<file path="src/include/soc_consts.svh">
`ifndef SOC_CONSTS_SVH
`define SOC_CONSTS_SVH

// address map, every base is aligned to its region size.
`define SOC_IRAM_BASE 32'h0000_0000
`define SOC_IRAM_SIZE 32'h0000_1000

`define SOC_DRAM_BASE 32'h0001_0000
`define SOC_DRAM_SIZE 32'h0000_1000

`define SOC_TIMER_BASE 32'h0002_0000
`define SOC_TIMER_SIZE 32'h0000_0040

// ram depths in 32-bit words.
`define SOC_IRAM_WORDS 1024
`define SOC_DRAM_WORDS 1024

// timer register byte offsets.
`define SOC_TMR_MTIME_LO 32'h0000_0000
`define SOC_TMR_MTIME_HI 32'h0000_0004
`define SOC_TMR_CMP_LO 32'h0000_0008
`define SOC_TMR_CMP_HI 32'h0000_000C
`define SOC_TMR_CTRL 32'h0000_0010

`endif

</file>
<file path="src/design/soc_pkg.sv">
package soc_pkg;

  // where a request is sent, or whose response a master is waiting for.
  typedef enum logic [2:0] {
    TGT_IRAM  = 3'd0,
    TGT_DRAM  = 3'd1,
    TGT_TIMER = 3'd2,
    TGT_NONE  = 3'd4
  } target_e;

  // timer registers decoded from the word offset.
  typedef enum logic [2:0] {
    TREG_MTIME_LO = 3'd0,
    TREG_MTIME_HI = 3'd1,
    TREG_CMP_LO   = 3'd2,
    TREG_CMP_HI   = 3'd3,
    TREG_CTRL     = 3'd4,
    TREG_NONE     = 3'd7 // offset inside the region but unused.
  } timer_reg_e;

endpackage

</file>
<file path="src/design/mem_bus_if.sv">
`timescale 1ns/1ns

interface mem_bus_if;
  logic        valid;
  logic        instr;
  logic [31:0] addr;
  logic [31:0] wdata;
  logic [3:0]  wstrb; // all zero means a read.
  logic [31:0] rdata;
  logic        ready; // one-cycle pulse, rdata valid in the same cycle.

  modport master (
    output valid,
    output instr,
    output addr,
    output wdata,
    output wstrb,
    input  rdata,
    input  ready
  );

  modport slave (
    input  valid,
    input  instr,
    input  addr,
    input  wdata,
    input  wstrb,
    output rdata,
    output ready
  );
endinterface

</file>
<file path="src/design/bus_crossbar.sv">
`timescale 1ns/1ns
`include "soc_consts.svh"

module bus_crossbar (
  input logic     clk_pll,
  input logic     rst,
  mem_bus_if.slave  imem_bus,
  mem_bus_if.slave  dmem_bus,
  mem_bus_if.master iram_bus,
  mem_bus_if.master dram_bus,
  mem_bus_if.master timer_bus
);

  soc_pkg::target_e tgt_i, tgt_d;
  soc_pkg::target_e rel_i_q, rel_d_q;
  logic             nack_i_q, nack_d_q;
  logic             idle_i, idle_d;
  logic             acc_i, acc_d;
  logic             sel_d_iram, sel_d_dram, sel_d_timer;
  logic [32:0]      iram_resp, dram_resp, timer_resp;
  logic [32:0]      imem_resp, dmem_resp;

  function automatic soc_pkg::target_e decode(input logic [31:0] addr);
    if ((addr & ~(`SOC_IRAM_SIZE - 32'd1)) == `SOC_IRAM_BASE) return soc_pkg::TGT_IRAM;
    if ((addr & ~(`SOC_DRAM_SIZE - 32'd1)) == `SOC_DRAM_BASE) return soc_pkg::TGT_DRAM;
    if ((addr & ~(`SOC_TIMER_SIZE - 32'd1)) == `SOC_TIMER_BASE) return soc_pkg::TGT_TIMER;
    return soc_pkg::TGT_NONE;
  endfunction

  // a target is busy while either release register still waits on it.
  function automatic logic busy(input soc_pkg::target_e t, input soc_pkg::target_e ri,
                                input soc_pkg::target_e rd);
    return (t != soc_pkg::TGT_NONE) && ((t == ri) || (t == rd));
  endfunction

  function automatic logic [32:0] resp_sel(input soc_pkg::target_e rel, input logic nack,
                                           input logic [32:0] ir, input logic [32:0] dr,
                                           input logic [32:0] tr);
    case (rel)
      soc_pkg::TGT_IRAM:  return ir;
      soc_pkg::TGT_DRAM:  return dr;
      soc_pkg::TGT_TIMER: return tr;
      default:            return {nack, 32'h0}; // unmapped reads as zero.
    endcase
  endfunction

  assign tgt_i = decode(imem_bus.addr);
  assign tgt_d = decode(dmem_bus.addr);

  assign idle_i = (rel_i_q == soc_pkg::TGT_NONE) && !nack_i_q;
  assign idle_d = (rel_d_q == soc_pkg::TGT_NONE) && !nack_d_q;

  // dmem wins a same-target collision, imem keeps its request and retries.
  assign acc_d = dmem_bus.valid && idle_d && !busy(tgt_d, rel_i_q, rel_d_q);
  assign acc_i = imem_bus.valid && idle_i && !busy(tgt_i, rel_i_q, rel_d_q)
               && !(acc_d && (tgt_d == tgt_i) && (tgt_i != soc_pkg::TGT_NONE));

  assign sel_d_iram  = acc_d && (tgt_d == soc_pkg::TGT_IRAM);
  assign sel_d_dram  = acc_d && (tgt_d == soc_pkg::TGT_DRAM);
  assign sel_d_timer = acc_d && (tgt_d == soc_pkg::TGT_TIMER);

  assign iram_bus.valid = sel_d_iram || (acc_i && (tgt_i == soc_pkg::TGT_IRAM));
  assign iram_bus.instr = sel_d_iram ? dmem_bus.instr : imem_bus.instr;
  assign iram_bus.addr  = (sel_d_iram ? dmem_bus.addr : imem_bus.addr) ^ `SOC_IRAM_BASE;
  assign iram_bus.wdata = sel_d_iram ? dmem_bus.wdata : imem_bus.wdata;
  assign iram_bus.wstrb = sel_d_iram ? dmem_bus.wstrb : imem_bus.wstrb;

  assign dram_bus.valid = sel_d_dram || (acc_i && (tgt_i == soc_pkg::TGT_DRAM));
  assign dram_bus.instr = sel_d_dram ? dmem_bus.instr : imem_bus.instr;
  assign dram_bus.addr  = (sel_d_dram ? dmem_bus.addr : imem_bus.addr) ^ `SOC_DRAM_BASE;
  assign dram_bus.wdata = sel_d_dram ? dmem_bus.wdata : imem_bus.wdata;
  assign dram_bus.wstrb = sel_d_dram ? dmem_bus.wstrb : imem_bus.wstrb;

  assign timer_bus.valid = sel_d_timer || (acc_i && (tgt_i == soc_pkg::TGT_TIMER));
  assign timer_bus.instr = sel_d_timer ? dmem_bus.instr : imem_bus.instr;
  assign timer_bus.addr  = (sel_d_timer ? dmem_bus.addr : imem_bus.addr) ^ `SOC_TIMER_BASE;
  assign timer_bus.wdata = sel_d_timer ? dmem_bus.wdata : imem_bus.wdata;
  assign timer_bus.wstrb = sel_d_timer ? dmem_bus.wstrb : imem_bus.wstrb;

  assign iram_resp  = {iram_bus.ready, iram_bus.rdata};
  assign dram_resp  = {dram_bus.ready, dram_bus.rdata};
  assign timer_resp = {timer_bus.ready, timer_bus.rdata};

  assign imem_resp = resp_sel(rel_i_q, nack_i_q, iram_resp, dram_resp, timer_resp);
  assign dmem_resp = resp_sel(rel_d_q, nack_d_q, iram_resp, dram_resp, timer_resp);

  assign imem_bus.ready = imem_resp[32];
  assign imem_bus.rdata = imem_resp[31:0];
  assign dmem_bus.ready = dmem_resp[32];
  assign dmem_bus.rdata = dmem_resp[31:0];

  always_ff @(posedge clk_pll) begin
    if (!rst) begin
      rel_i_q  <= soc_pkg::TGT_NONE;
      rel_d_q  <= soc_pkg::TGT_NONE;
      nack_i_q <= 1'b0;
      nack_d_q <= 1'b0;
    end else begin
      nack_i_q <= acc_i && (tgt_i == soc_pkg::TGT_NONE);
      nack_d_q <= acc_d && (tgt_d == soc_pkg::TGT_NONE);
      if (acc_i) begin
        rel_i_q <= tgt_i;
      end else if (imem_resp[32]) begin
        rel_i_q <= soc_pkg::TGT_NONE; // response handed over.
      end
      if (acc_d) begin
        rel_d_q <= tgt_d;
      end else if (dmem_resp[32]) begin
        rel_d_q <= soc_pkg::TGT_NONE;
      end
    end
  end

endmodule

</file>
<file path="src/flat_wrapper.sv">
// flat-port wrapper written by rule: the top's interface ports become plain ports
module bus_crossbar_flat 
  (clk_pll, rst, imem_bus_valid, imem_bus_instr, imem_bus_addr, imem_bus_wdata, imem_bus_wstrb, imem_bus_rdata, imem_bus_ready, dmem_bus_valid, dmem_bus_instr, dmem_bus_addr, dmem_bus_wdata, dmem_bus_wstrb, dmem_bus_rdata, dmem_bus_ready, iram_bus_valid, iram_bus_instr, iram_bus_addr, iram_bus_wdata, iram_bus_wstrb, iram_bus_rdata, iram_bus_ready, dram_bus_valid, dram_bus_instr, dram_bus_addr, dram_bus_wdata, dram_bus_wstrb, dram_bus_rdata, dram_bus_ready, timer_bus_valid, timer_bus_instr, timer_bus_addr, timer_bus_wdata, timer_bus_wstrb, timer_bus_rdata, timer_bus_ready);
  mem_bus_if imem_bus_i ();
  mem_bus_if dmem_bus_i ();
  mem_bus_if iram_bus_i ();
  mem_bus_if dram_bus_i ();
  mem_bus_if timer_bus_i ();
  input logic clk_pll;
  input logic rst;
  input wire logic [$bits(imem_bus_i.valid)-1:0] imem_bus_valid;
  input wire logic [$bits(imem_bus_i.instr)-1:0] imem_bus_instr;
  input wire logic [$bits(imem_bus_i.addr)-1:0] imem_bus_addr;
  input wire logic [$bits(imem_bus_i.wdata)-1:0] imem_bus_wdata;
  input wire logic [$bits(imem_bus_i.wstrb)-1:0] imem_bus_wstrb;
  output wire logic [$bits(imem_bus_i.rdata)-1:0] imem_bus_rdata;
  output wire logic [$bits(imem_bus_i.ready)-1:0] imem_bus_ready;
  input wire logic [$bits(dmem_bus_i.valid)-1:0] dmem_bus_valid;
  input wire logic [$bits(dmem_bus_i.instr)-1:0] dmem_bus_instr;
  input wire logic [$bits(dmem_bus_i.addr)-1:0] dmem_bus_addr;
  input wire logic [$bits(dmem_bus_i.wdata)-1:0] dmem_bus_wdata;
  input wire logic [$bits(dmem_bus_i.wstrb)-1:0] dmem_bus_wstrb;
  output wire logic [$bits(dmem_bus_i.rdata)-1:0] dmem_bus_rdata;
  output wire logic [$bits(dmem_bus_i.ready)-1:0] dmem_bus_ready;
  output wire logic [$bits(iram_bus_i.valid)-1:0] iram_bus_valid;
  output wire logic [$bits(iram_bus_i.instr)-1:0] iram_bus_instr;
  output wire logic [$bits(iram_bus_i.addr)-1:0] iram_bus_addr;
  output wire logic [$bits(iram_bus_i.wdata)-1:0] iram_bus_wdata;
  output wire logic [$bits(iram_bus_i.wstrb)-1:0] iram_bus_wstrb;
  input wire logic [$bits(iram_bus_i.rdata)-1:0] iram_bus_rdata;
  input wire logic [$bits(iram_bus_i.ready)-1:0] iram_bus_ready;
  output wire logic [$bits(dram_bus_i.valid)-1:0] dram_bus_valid;
  output wire logic [$bits(dram_bus_i.instr)-1:0] dram_bus_instr;
  output wire logic [$bits(dram_bus_i.addr)-1:0] dram_bus_addr;
  output wire logic [$bits(dram_bus_i.wdata)-1:0] dram_bus_wdata;
  output wire logic [$bits(dram_bus_i.wstrb)-1:0] dram_bus_wstrb;
  input wire logic [$bits(dram_bus_i.rdata)-1:0] dram_bus_rdata;
  input wire logic [$bits(dram_bus_i.ready)-1:0] dram_bus_ready;
  output wire logic [$bits(timer_bus_i.valid)-1:0] timer_bus_valid;
  output wire logic [$bits(timer_bus_i.instr)-1:0] timer_bus_instr;
  output wire logic [$bits(timer_bus_i.addr)-1:0] timer_bus_addr;
  output wire logic [$bits(timer_bus_i.wdata)-1:0] timer_bus_wdata;
  output wire logic [$bits(timer_bus_i.wstrb)-1:0] timer_bus_wstrb;
  input wire logic [$bits(timer_bus_i.rdata)-1:0] timer_bus_rdata;
  input wire logic [$bits(timer_bus_i.ready)-1:0] timer_bus_ready;
  assign imem_bus_i.valid = imem_bus_valid;
  assign imem_bus_i.instr = imem_bus_instr;
  assign imem_bus_i.addr = imem_bus_addr;
  assign imem_bus_i.wdata = imem_bus_wdata;
  assign imem_bus_i.wstrb = imem_bus_wstrb;
  assign imem_bus_rdata = imem_bus_i.rdata;
  assign imem_bus_ready = imem_bus_i.ready;
  assign dmem_bus_i.valid = dmem_bus_valid;
  assign dmem_bus_i.instr = dmem_bus_instr;
  assign dmem_bus_i.addr = dmem_bus_addr;
  assign dmem_bus_i.wdata = dmem_bus_wdata;
  assign dmem_bus_i.wstrb = dmem_bus_wstrb;
  assign dmem_bus_rdata = dmem_bus_i.rdata;
  assign dmem_bus_ready = dmem_bus_i.ready;
  assign iram_bus_valid = iram_bus_i.valid;
  assign iram_bus_instr = iram_bus_i.instr;
  assign iram_bus_addr = iram_bus_i.addr;
  assign iram_bus_wdata = iram_bus_i.wdata;
  assign iram_bus_wstrb = iram_bus_i.wstrb;
  assign iram_bus_i.rdata = iram_bus_rdata;
  assign iram_bus_i.ready = iram_bus_ready;
  assign dram_bus_valid = dram_bus_i.valid;
  assign dram_bus_instr = dram_bus_i.instr;
  assign dram_bus_addr = dram_bus_i.addr;
  assign dram_bus_wdata = dram_bus_i.wdata;
  assign dram_bus_wstrb = dram_bus_i.wstrb;
  assign dram_bus_i.rdata = dram_bus_rdata;
  assign dram_bus_i.ready = dram_bus_ready;
  assign timer_bus_valid = timer_bus_i.valid;
  assign timer_bus_instr = timer_bus_i.instr;
  assign timer_bus_addr = timer_bus_i.addr;
  assign timer_bus_wdata = timer_bus_i.wdata;
  assign timer_bus_wstrb = timer_bus_i.wstrb;
  assign timer_bus_i.rdata = timer_bus_rdata;
  assign timer_bus_i.ready = timer_bus_ready;
  bus_crossbar u_core (.clk_pll(clk_pll), .rst(rst), .imem_bus(imem_bus_i), .dmem_bus(dmem_bus_i), .iram_bus(iram_bus_i), .dram_bus(dram_bus_i), .timer_bus(timer_bus_i));
endmodule
</file>
<file path="config.mk">
export PLATFORM = sky130hd
export DESIGN_NAME = bus_crossbar_flat
export DESIGN_NICKNAME = d
export VERILOG_FILES = /design/src/design/soc_pkg.sv /design/src/design/mem_bus_if.sv /design/src/design/bus_crossbar.sv /design/src/flat_wrapper.sv
export VERILOG_INCLUDE_DIRS = /design/src /design/src/include
export SDC_FILE = /design/constraint.sdc
export NUM_CORES = 1
export LEC_CHECK = 0
export ABC_AREA = 1
export BUFFER_PORTS_ARGS = -buffer_cell sky130_fd_sc_hd__buf_2
export CAP_MARGIN = 20
export CORE_AREA = 8 8 193 195
export CTS_CLUSTER_DIAMETER = 40
export DETAILED_ROUTE_END_ITERATION = 6
export DIE_AREA = 0 0 201 203
export PLACE_DENSITY = 0.5
export SLEW_MARGIN = 30
export SYNTH_ARGS = -nofsm -noshare
export SYNTH_HDL_FRONTEND = slang
export SYNTH_SLANG_ARGS = --single-unit
</file>
<file path="constraint.sdc">
create_clock -name clk_pll -period 1.6 [get_ports clk_pll]
set_input_delay 0.16 -clock clk_pll [delete_from_list [all_inputs] [get_ports clk_pll]]
set_output_delay 0.16 -clock clk_pll [all_outputs]
set_load 0.1 [all_outputs]
</file>
Word level (Yosys, flattened, before mapping) --
Cells that the tools add are included.
Operators by class: reduce and logical (&&, ||, !) cells 37, bitwise operators 2, multiplexer cells 42, equal/unequal tests 23
Operator list (number):
- one-hot mux 33 bit (3 select lines) | 2
- 2-to-1 mux 32 bit | 6
- logical NOT 32 bit | 2
- == test 26 x 12 -> 1 bit (second input constant) | 2
- 2-to-1 mux 3 bit | 16
- == test 20 x 5 -> 1 bit (second input constant) | 2
- logical AND 1 bit | 19
- == test 3 bit | 5
- 2-to-1 mux 1 bit | 15
- == test 3 x 1 -> 1 bit (second input constant) | 4
- == test 3 x 2 -> 1 bit (second input constant) | 4
- == test 3 bit (second input constant) | 4
- logical NOT 3 bit | 4
- 2-to-1 mux 4 bit | 3
- != test 3 bit (second input constant) | 2
- logical NOT 1 bit | 5
- logical OR 1 bit | 5
- nonzero test 2 bit | 2
- NOT 1 bit | 2
Storage, ports and cells: register bits 8, word-level logic and storage cells 108, output and inout port bits 276

Depth between registers and ports, before layout --
Gate-level depths: netlist of run 1.
depth after elaboration 19, gate-level depth with buffers 18

Worst setup path before layout of run 1 --
No wires, ideal clock.
path type input to output, start input dmem_bus_addr[15], end output iram_bus_addr[0], path buffers 2, arrival 3.509 ns, slack -2.069 ns, stages on the path 13, cell sequence nor2_1 > nand3_1 > nor2_4 > nand2_1 > nand2_1 > nand2_1 > nand2_1 > nand2_2 > a21boi_4 > nand2_2 > buf_6 > clkbuf_2 > o21ai_0
Between the ends: longest elaborated chain between the ends 14
Ends and longest elaborated chain:
- start, declared | line flat_wrapper.sv:20 | input wire logic [$bits(dmem_bus_i.addr)-1:0] dmem_bus_addr;
- == test 26 x 12 -> 1 bit (no line)
- 2-to-1 mux 1 bit (2 in a row) | line bus_crossbar.sv:26 | if ((addr & ~(`SOC_TIMER_SIZE - 32'd1)) == `SOC_TIMER_BASE) return soc_pkg::TGT_TIMER;
- 2-to-1 mux 1 bit | line bus_crossbar.sv:25 | if ((addr & ~(`SOC_DRAM_SIZE - 32'd1)) == `SOC_DRAM_BASE) return soc_pkg::TGT_DRAM;
- 2-to-1 mux 3 bit | line bus_crossbar.sv:27 | return soc_pkg::TGT_NONE;
- 2-to-1 mux 3 bit | line bus_crossbar.sv:26
- 2-to-1 mux 3 bit (*) | line bus_crossbar.sv:25
- == test 3 bit | line bus_crossbar.sv:33 | return (t != soc_pkg::TGT_NONE) && ((t == ri) || (t == rd));
- logical OR 1 bit | line bus_crossbar.sv:33
- logical AND 1 bit | line bus_crossbar.sv:33
- logical NOT 1 bit | line bus_crossbar.sv:54 | assign acc_d = dmem_bus.valid && idle_d && !busy(tgt_d, rel_i_q, rel_d_q);
- logical AND 1 bit | line bus_crossbar.sv:54
- logical AND 1 bit (*) | line bus_crossbar.sv:58 | assign sel_d_iram = acc_d && (tgt_d == soc_pkg::TGT_IRAM);
- 2-to-1 mux 32 bit (*) | line bus_crossbar.sv:64 | assign iram_bus.addr = (sel_d_iram ? dmem_bus.addr : imem_bus.addr) ^ `SOC_IRAM_BASE;
- end, declared | line flat_wrapper.sv:27 | output wire logic [$bits(iram_bus_i.addr)-1:0] iram_bus_addr;
Every way passes the cells marked *; elsewhere a longest branch is shown, timed or not. The select of a mux whose other input is x is not followed.

Worst setup path in the final report of run 1 --
start input dmem_bus_addr[26], end output iram_bus_addr[5]
The elaborated chain is that of the path after synthesis.

==> results.md, run 1 <==
- Wire length per cell: 22.3 um
- Initial cell density of the core: 0.127
- Crit path DAT: 2.36 ns
- Clk buf depth: 2
- Drc violations: 0
- First-pass GRT wire length: 62.1 mm
- Yosys Warn Count: 0
- Smallest hold slack: 0.158 ns
- Nets@finish: 1848
- Die ar.: 40800 um2
- Fmax: 397 MHz
- Main synth FF type: dfxtp_1
- Setup crit start: dmem_bus_addr[26]
- Reg-to-reg critical path startpoint: u_core.rel_d_q[0]$_SDFFE_PN0P_
- Cell total after placement: 1977
- Max incr delay on CP: 0.20 ns
- Syn nets: 1176
- Ratio of cells with drive above 1 in the final layout: 0.794
- Root buf cell: clkbuf_16
- Worst Skew: 0.00204 ns
- CTS Hold Buffers Added: 0
- Crit path time final: 2.52 ns
- Vias after detailed routing: 9185
- Setup violators final: 283
- Worst-path maximum fanout: 5
- Detail-routed via count per cell: 4.45
- Final period utilization: 1.57
- Num ports: 517
- CTS tree: built
- Commonest cells after routing, fill and taps aside: 273 x buf_12, 224 x buf_2, 173 x nand2_1, 140 x o21ai_4, 109 x inv_1
- Die Wd: 201 um
- Final Non-Filler Cells: 2064
- Die height: 203 um
- Library cells used by synthesis: 28
- Final Hold Viols: 0
- Critical-path cell list: buf_6 -> nor2_4 -> nand2_4 -> inv_2 -> nand2_2 -> nor2_4 -> nand2_2 -> buf_6 -> nand2_2 -> nand2_1 -> nand2_1 -> nand2_2 -> a21boi_4 -> buf_12 -> buf_12 -> buf_12 -> nand2_8 -> buf_16 -> o21ai_4 -> buf_12
- Grt total ovfl: 0
- Worst hold path type: input port to flip-flop
- Rows: 68
- Max Cap Viol: 0
- CP Capture Type: primary output
- P_leak: 8.02 nW
- Detailed Place HPWL: 33.5 mm
- Max Slew Vio Count: 0
- Clk slew on worst S/H paths: 0.04 ns
- Sequential-to-total area share from yosys stat: 0.0371
- Post-Syn Area per Cell: 4.62 um2
- Core area: 34100 um2
- Synth-to-Final Area Change: 322%
- Largest net degree at the start of global routing: 34
- Worst path required time: 1.44 ns
- Vias in the first global route: 9515
- Setup CP Type: input port to primary output
- Min-delay src: rst
- Router iterations before antenna repair: 4
- Starting DRT DRC Count: 210
- Total Routing Usage GR: 0.197
- Setup ws final: -0.916 ns
- Peak VDD IR: 0.221 mV
- Power per Cell Area: 314 nW/um2
- Initial antenna violation count: 8
- Worst setup SP type: input port
- Placer congestion estimate: 0.873
- Port bufs: 516
- H-tree Lvls: 1
- Mapped Area: 4320 um2
- Routed WL: 46.0 mm
- Cts bufs inserted: 3
- Yosys reg bits: 8
- RSZ-0062 raised after global routing: yes
- Commonest non-fill, non-tap cell in the layout: buf_12
- Sink Count: 8
- Slew @ Worst Pin: 0.444 ns
- Critical-path cell with the highest stage delay: buf_12
- Max-slew headroom: 0.703
- Post-synthesis cell count: 935
- Synth async-reset ratio: 0
- Post-synth EDFFs: 0
- Failing checks: setup timing
- Status: finished with violations
- Clk Latency, worst-skew pair: 0.24 ns
- Routed Antenna Nets: 0
## registers in the layout, summed over array words and instances (netlist names)
| signal | cells |
|---|---|
| u_core.rel_d_q | 3 |
| u_core.nack_d_q | 1 |
| u_core.nack_i_q | 1 |
| u_core.rel_i_q | 3 |
## path summary, 6_finish.rpt
| check | to | slack (ns) | depth (start not counted) |
|---|---|---|---|
| min | u_core.rel_d_q[2]$_SDFFE_PN1P_ | 0.16 | 2 |
| min reg2reg | u_core.rel_d_q[1]$_SDFFE_PN0P_ | 0.63 | 3 |
| max reg2reg | u_core.rel_i_q[2]$_SDFFE_PN1P_ | -0.31 | 17 |
| max | iram_bus_addr[5] | -0.92 | 20 |
## synth_stat cells, types with 8 or more instances
cell      instances  area share
buf_6            13       0.034
o21ai_1          30       0.035
inv_1           192        0.17
nand4_1           8       0.012
clkbuf_1         21       0.018
o21ai_0         115        0.13
nor2_1           42       0.036
o221ai_1         42       0.085
nand2_1         379        0.33
buf_2             9       0.010
dfxtp_1           8       0.037
nand3_1          34       0.039
## metal layers
layer / vias to the layer above / global-route usage / routed length [um]
li1: 4289 / - / -
met1: 4376 / 0.205 / 15900
met2: 421 / 0.364 / 24700
met3: 89 / 0.0649 / 3530
met4: 10 / 0.0741 / 1820
met5: - / 0 / 61
## critical path, delay by kind of cell
family / cells / cell delay [ns]
AND/OR/NAND/NOR: 10 / 0.82
AO/OA/AOI/OAI: 2 / 0.35
buffers and inverters: 8 / 1.01
## area by class of cell
type                    count  area, um2
fillers                  2955      15900
repair buffers            717       9400
multi-input cells         680       6940
inverters                 197       1060
well taps                 455        569
flip-flops and latches      8        174
clock buffers               4       78.8
diodes                      3       7.51
## through the flow
step | setup slack, ns | area, um2 | TNS (ns) | power (mW) | utilization
floorplan | -0.831 | 7620 | -126.49 | 3.11 | -
global placement | -1.02 | 14700 | -196.54 | 4.77 | 0.431
detailed placement | -1.06 | 14700 | -201.98 | 4.81 | 0.431
CTS | -0.910 | 16400 | -191.95 | 5.51 | 0.481
global route | -1.00 | 18200 | -212.20 | 5.88 | 0.534
finish | -0.916 | 18200 | -187.04 | 5.73 | 0.535
## timing repair
action | 4_1_cts | 5_1_grt
cloned | 22 | 23
endpoints found under the setup margin | 283 | 283
gates resized for setup | 259 | 322
buffers inserted | 13 | 28
pin swaps | 26 | 67
## power breakdown
part	internal [mW]	switching, mW
registers	0.198	0.00172
clock network	0.334	0.122
logic	1.73	3.35
## cells by family after synthesis
group | synth area share
AND/OR/NAND/NOR | 0.439
buffers and inverters | 0.250
AO/OA/AOI/OAI | 0.274
flip-flops | 0.0371
(Power assumes the default switching activity.)
==> run 2: changes to the inputs <==
--- a/config.mk
+++ b/config.mk
@@ -10,6 +10,7 @@
 export BUFFER_PORTS_ARGS = -buffer_cell sky130_fd_sc_hd__buf_2
 export CAP_MARGIN = 20
 export CORE_AREA = 8 8 193 195
+export CTS_BUF_LIST = sky130_fd_sc_hd__clkbuf_16
 export CTS_CLUSTER_DIAMETER = 40
 export DETAILED_ROUTE_END_ITERATION = 6
 export DIE_AREA = 0 0 201 203
==> results.md, run 2 (synthesis results as in run 1) <==
- Status: finished with violations (unchanged)
- Failing checks: setup timing (unchanged)
- Router iterations before antenna repair: 4 (unchanged)
- Rows: 68 (unchanged)
- Max Cap Viol: 0 (unchanged)
- Num ports: 517 (unchanged)
- Setup ws final: -0.916 ns (about the same)
- Nets@finish: 1848 (unchanged)
- Synth-to-Final Area Change: 322% (unchanged)
- Total Routing Usage GR: 0.197 (unchanged)
- Setup CP Type: input port to primary output (unchanged)
- Power per Cell Area: 314 nW/um2 (about the same)
- CTS tree: built (unchanged)
- Drc violations: 0 (unchanged)
- Commonest cells after routing, fill and taps aside: 273 x buf_12, 224 x buf_2, 173 x nand2_1, 140 x o21ai_4, 110 x inv_1 (was 273 x buf_12, 224 x buf_2, 173 x nand2_1, 140 x o21ai_4, 109 x inv_1)
- Peak VDD IR: 0.223 mV (was 0.221 mV)
- Ratio of cells with drive above 1 in the final layout: 0.794 (unchanged)
- Setup violators final: 283 (unchanged)
- Routed Antenna Nets: 0 (unchanged)
- Detailed Place HPWL: 33.5 mm (unchanged)
- Pre-CTS setup slack: -1.06 ns (unchanged)
- Commonest non-fill, non-tap cell in the layout: buf_12 (unchanged)
- Final Non-Filler Cells: 2064 (unchanged)
- Grt total ovfl: 0 (unchanged)
- Vias in the first global route: 9515 (unchanged)
- Crit path DAT: 2.36 ns (about the same)
- CTS Hold Buffers Added: 0 (unchanged)
- Sink Count: 8 (unchanged)
- Fin Setup TNS: -187.03 ns (was -187.04 ns)
- Worst path required time: 1.44 ns (about the same)
- Grt met1 use: 0.205 (unchanged)
- Max Slew Vio Count: 0 (unchanged)
- Initial antenna violation count: 8 (unchanged)
- Core area: 34100 um2 (unchanged)
- Slew @ Worst Pin: 0.444 ns (about the same)
- Starting DRT DRC Count: 211 (was 210)
- Port bufs: 516 (unchanged)
- Vias after detailed routing: 9190 (was 9185)
- Cell total after placement: 1977 (unchanged)
- Clk Latency, worst-skew pair: 0.24 ns (about the same)
- Post-route cell area: 18200 um2 (unchanged)
- P_leak: 8.02 nW (about the same)
- Met2 Track Usage GR: 0.364 (unchanged)
- Top flop regs: u_core.rel_d_q: 3 flops, u_core.rel_i_q: 3 flops (unchanged)
- Die ar.: 40800 um2 (unchanged)
- Final period utilization: 1.57 (about the same)
- Fmax: 397 MHz (about the same)
- Cts bufs inserted: 3 (unchanged)
- Detail-routed via count per cell: 4.45 (about the same)
- CP Capture Type: primary output (unchanged)
- Clk buf depth: 2 (unchanged)
- Worst hold path type: input port to flip-flop (unchanged)
- H-tree Lvls: 1 (unchanged)
- Die Wd: 201 um (unchanged)
- Max-slew headroom: 0.703 (unchanged)
- Die height: 203 um (unchanged)
- Total power: 5.72 mW (was 5.73 mW)
- Routed WL: 46.0 mm (about the same)
- Routing usage on met3: 0.0649 (unchanged)
- Worst-path maximum fanout: 5 (unchanged)
- First-pass GRT wire length: 62.1 mm (unchanged)
- Crit path time final: 2.52 ns (about the same)
- DP Area: 14700 um2 (unchanged)
- GRT busiest layer: met2 (unchanged)
- Root buf cell: clkbuf_16 (unchanged)
- Worst setup SP type: input port (unchanged)
- RSZ-0062 raised after global routing: yes (unchanged)
- Placer congestion estimate: 0.873 (unchanged)
- Worst Skew: 0.00262 ns (was 0.00204 ns)
- Largest net degree at the start of global routing: 34 (unchanged)
- Clk slew on worst S/H paths: 0.04 ns (about the same)
- Initial cell density of the core: 0.127 (unchanged)
- Wire length per cell: 22.3 um (about the same)
- Final Hold Viols: 0 (unchanged)
## run 2: changes by cell type in the layout (fill, tap and decap cells not counted)
cell	previous run	this run
clkbuf_1	1	0
inv_1	109	110
## run 2: per-stage QoR
step / hold slack (ns) / utilization
6_report: 0.159 / 0.535
5_1_grt: 0.171 / 0.534
2_1_floorplan: 0.228 / -
3_5_place_dp: 0.396 / 0.431
4_1_cts: 0.155 / 0.481
3_3_place_gp: 0.394 / 0.431
## run 2: final timing paths
| check | endpoint | cells past startpoint | slack [ns] | startpoint |
|---|---|---|---|---|
| worst max-delay path | iram_bus_addr[5] | 20 | -0.92 | dmem_bus_addr[26] |
| worst min-delay path | u_core.rel_d_q[2]$_SDFFE_PN1P_ | 2 | 0.16 | rst |
| worst max register to register | u_core.rel_i_q[2]$_SDFFE_PN1P_ | 17 | -0.32 | u_core.rel_d_q[0]$_SDFFE_PN0P_ |
| worst min register to register | u_core.rel_d_q[1]$_SDFFE_PN0P_ | 3 | 0.63 | u_core.rel_d_q[1]$_SDFFE_PN0P_ |
## run 2: cell type report
class                      count  area [um2]
tap                          455         569
inverter                     197        1060
timing repair buffer         717        9400
sequential                     8         174
clock inverter                 1        3.75
multi-input combinational    680        6940
fill                        2955       15900
clock buffer                   3        75.1
antenna                        3        7.51
## run 2: repair_timing
action,4_1_cts,5_1_grt
gates cloned,22,23
endpoints found under the hold margin,0,0
pin swaps,26,67
setup endpoints to repair,283,283
resized for setup,259,322
buffers inserted,13,28
## run 2: per-layer routing
layer	routed length [um]	vias to the layer above
met5	61	-
met4	1820	10
met3	3490	89
met2	24700	422
met1	15900	4379
li1	-	4290
## run 2: power breakdown
group          leakage, nW  internal, mW  switching, mW
logic                 7.91          1.73           3.35
registers           0.0675         0.198        0.00174
clock network       0.0423         0.328          0.123
total                 8.02          2.25           3.47
## run 2: worst max-delay path: stages
cell and delay (ns):
buf_6 0.10, nor2_4 0.11, nand2_4 0.07, inv_2 0.05, nand2_2 0.06, nor2_4 0.15
nand2_2 0.09, buf_6 0.11, nand2_2 0.04, nand2_1 0.04, nand2_1 0.08, nand2_2 0.08
a21boi_4 0.17, buf_12 0.14, buf_12 0.11, buf_12 0.12, nand2_8 0.10, buf_16 0.18
o21ai_4 0.18, buf_12 0.20
==> run 3: changes to the inputs <==
--- a/config.mk
+++ b/config.mk
@@ -6,14 +6,13 @@
 export SDC_FILE = /design/constraint.sdc
 export NUM_CORES = 1
 export LEC_CHECK = 0
-export ABC_AREA = 1
 export BUFFER_PORTS_ARGS = -buffer_cell sky130_fd_sc_hd__buf_2
 export CAP_MARGIN = 20
-export CORE_AREA = 8 8 193 195
+export CORE_AREA = 8 8 197 199
 export CTS_BUF_LIST = sky130_fd_sc_hd__clkbuf_16
 export CTS_CLUSTER_DIAMETER = 40
 export DETAILED_ROUTE_END_ITERATION = 6
-export DIE_AREA = 0 0 201 203
+export DIE_AREA = 0 0 205 207
 export PLACE_DENSITY = 0.5
 export SLEW_MARGIN = 30
 export SYNTH_ARGS = -nofsm -noshare
==> results.md, run 3 <==
- Worst path required time: 1.44 ns (about the same)
- Initial antenna violation count: 1 (was 8)
- Grt total ovfl: 0 (unchanged)
- Vias in the first global route: 8337 (was 9515)
- Crit path time final: 2.73 ns (was 2.52 ns)
- Hold Path Sink: u_core.rel_d_q[2]$_SDFFE_PN1P_ (unchanged)
- Yosys Warn Count: 0 (unchanged)
- Cell taking the most area after synthesis: mux2_2 (was nand2_1)
- Crit path DAT: 2.57 ns (was 2.36 ns)
- Port bufs: 516 (unchanged)
- Max-slew headroom: 0.732 (was 0.703)
- Largest net degree at the start of global routing: 35 (was 34)
- Top flop regs: u_core.rel_d_q: 3 flops, u_core.rel_i_q: 3 flops (unchanged)
- Post-synthesis cell count: 633 (was 935)
- Share of the synthesized area in the top cell type: 0.323 (was 0.329)
- Final Hold Viols: 0 (unchanged)
- Starting DRT DRC Count: 259 (was 211)
- CTS tree: built (unchanged)
- Sink Count: 8 (unchanged)
- Ratio of cells with drive above 1 in the final layout: 0.849 (was 0.794)
- Post-Syn Area per Cell: 7.32 um2 (was 4.62 um2)
- Die height: 207 um (was 203 um)
- Antenna diodes: 0 (was 3)
- First-pass GRT wire length: 57.1 mm (was 62.1 mm)
- Library cells used by synthesis: 47 (was 28)
- Clk Latency, worst-skew pair: 0.23 ns (was 0.24 ns)
- Min-delay src: rst (unchanged)
- Mapped Area: 4630 um2 (was 4320 um2)
- Worst-path maximum fanout: 6 (was 5)
- Setup CP Type: input port to primary output (unchanged)
- Num ports: 517 (unchanged)
- Rows: 70 (was 68)
- Final Non-Filler Cells: 1770 (was 2064)
- Sequential-to-total area share from yosys stat: 0.0346 (was 0.0371)
- H-tree Lvls: 1 (unchanged)
- Wire length per cell: 23.8 um (was 22.3 um)
- Slew @ Worst Pin: 0.399 ns (was 0.444 ns)
- Top post-synthesis cells by count: 139 x nor2_1, 133 x mux2_2, 71 x a21oi_1 (was 379 x nand2_1, 192 x inv_1, 115 x o21ai_0)
- Post-synth EDFFs: 0 (unchanged)
- Yosys reg bits: 8 (unchanged)
- Fmax: 366 MHz (was 397 MHz)
- Status: finished with violations (unchanged)
- Commonest non-fill, non-tap cell in the layout: buf_12 (unchanged)
- Drc violations: 0 (unchanged)
- Router iterations before antenna repair: 4 (unchanged)
- Core area: 35900 um2 (was 34100 um2)
- Max Slew Vio Count: 0 (unchanged)
- Initial cell density of the core: 0.129 (was 0.127)
- Nets@finish: 1545 (was 1848)
- Vias after detailed routing: 7781 (was 9190)
- Main synth FF type: dfxtp_1 (unchanged)
- Reg-to-reg critical path startpoint: u_core.rel_d_q[1]$_SDFFE_PN0P_ (was u_core.rel_d_q[0]$_SDFFE_PN0P_)
- Setup ws final: -1.13 ns (was -0.916 ns)
- Routed WL: 42.2 mm (was 46.0 mm)
- Hold path depth: 2 (unchanged)
- # fillers: 3331 (was 2955)
- Ranking of synthesized cells by area: mux2_2 32%, mux2i_1 14%, nor2_1 11% (was nand2_1 33%, inv_1 17%, o21ai_0 13%)
- Worst hold path type: input port to flip-flop (unchanged)
- Count leader, synth: nor2_1 (was nand2_1)
- Max Cap Viol: 0 (unchanged)
- Setup violators final: 283 (unchanged)
- Worst Skew: 0.000940 ns (was 0.00262 ns)
- End of the worst register-to-register path: u_core.rel_d_q[1]$_SDFFE_PN0P_ (was u_core.rel_i_q[2]$_SDFFE_PN1P_)
- Flop2flop setup slack: -0.24 ns (was -0.32 ns)
- Die Wd: 205 um (was 201 um)
- RSZ-0062 raised after global routing: yes (unchanged)
- Worst setup SP type: input port (unchanged)
- Detail-routed via count per cell: 4.40 (was 4.45)
- Peak VDD IR: 0.297 mV (was 0.223 mV)
- Syn nets: 874 (was 1176)
- Synth-to-Final Area Change: 242% (was 322%)
- Root buf cell: clkbuf_16 (unchanged)
- Clk slew on worst S/H paths: 0.04 ns (about the same)
- Detailed Place HPWL: 32.6 mm (was 33.5 mm)
- Final period utilization: 1.71 (was 1.57)
- Clk buf depth: 2 (unchanged)
- CTS Hold Buffers Added: 0 (unchanged)
- Failing checks: setup timing (unchanged)
- Commonest cells after routing, fill and taps aside: 295 x buf_12, 234 x buf_2, 141 x mux2_4, 125 x buf_4, 70 x nor2_1 (was 273 x buf_12, 224 x buf_2, 173 x nand2_1, 140 x o21ai_4, 110 x inv_1)
- Power per Cell Area: 341 nW/um2 (was 314 nW/um2)
- Worst reg2reg path depth: 9 (was 17)
- Cts bufs inserted: 3 (unchanged)
- P_leak: 7.26 nW (was 8.02 nW)
- Synth async-reset ratio: 0 (unchanged)
- Die ar.: 42400 um2 (was 40800 um2)
- Routed Antenna Nets: 0 (unchanged)
- Cell total after placement: 1686 (was 1977)
- Placer congestion estimate: 0.897 (was 0.873)
- Total Routing Usage GR: 0.177 (was 0.197)
- CP Capture Type: primary output (unchanged)
- Pre-CTS setup slack: -1.20 ns (was -1.06 ns)
==> run 3: report_power, final <==
group / total [mW] / switching [mW] / internal (mW)
Sequential: 0.197 / 0.00152 / 0.195
Combinational: 4.79 / 2.99 / 1.80
Clock: 0.412 / 0.0909 / 0.322
Total: 5.40 / 3.08 / 2.32
==> run 3: final cells by class <==
type	instances	area, um2	share of cell area
clock buffers	3	75.1	0.00474
inverters	3	15.0	0.000948
multi-input cells	566	5850	0.369
flip-flops and latches	8	180	0.0114
well taps	468	586	0.0370
repair buffers	722	9130	0.577
==> run 3: repair_timing <==
item                       in CTS  in global routing
cloned                         16                  6
pin swaps                      15                 41
buffers inserted               38                 31
resized for setup             191                129
hold endpoints to repair        0                  0
setup endpoints to repair     283                283
==> run 3: cells by family after synthesis <==
group,after synthesis,share of synthesized area
xor+xnor,1,0.00189
mux,206,0.483
flops,8,0.0346
simple gates,264,0.291
compound gates,95,0.113
buf+inv,59,0.0764
==> run 3: worst max path at each step <==
| stage | from | endpoint | slack (ns) | cells past startpoint |
|---|---|---|---|---|
| 2_1_floorplan | dmem_bus_addr[26] | iram_bus_valid | -1.17 | 6 |
| 3_3_place_gp | dmem_bus_addr[6] | iram_bus_wdata[22] | -1.22 | 12 |
| 3_5_place_dp | dmem_bus_addr[13] | iram_bus_wdata[22] | -1.20 | 11 |
| 4_1_cts | dmem_bus_addr[31] | dram_bus_wdata[2] | -1.13 | 10 |
| 5_1_grt | dmem_bus_addr[31] | dram_bus_wdata[31] | -1.18 | 10 |
| 6_report | dmem_bus_addr[31] | iram_bus_wdata[6] | -1.13 | 10 |
==> run 3: metal layers <==
layer  up-vias  track usage  share of wire
met3        66       0.0454          0.081
li1       3599            -              -
met2       392        0.341           0.53
met5         -            0        0.00028
met1      3722        0.178           0.34
met4         2       0.0663          0.042
==> run 3: critical path: stages <==
cell and delay [ns]:
buf_6 0.09, or4_4 0.56, or2_4 0.26, o32a_1 0.37, buf_4 0.15, nand4_4 0.14
buf_12 0.17, buf_12 0.13, mux2_4 0.33, buf_12 0.17
==> run 3: per-stage QoR <==
stage / power [mW] / hold slack [ns] / TNS (ns) / area [um2] / util
after floorplan: 2.93 / 0.236 / -146.55 / 6130 / -
after global placement: 4.75 / 0.421 / -261.48 / 13400 / 0.374
after detailed placement: 4.78 / 0.429 / -258.92 / 13500 / 0.376
after CTS: 5.36 / 0.192 / -247.95 / 15100 / 0.421
after global routing: 5.55 / 0.227 / -255.75 / 15800 / 0.441
final: 5.40 / 0.192 / -238.80 / 15800 / 0.441
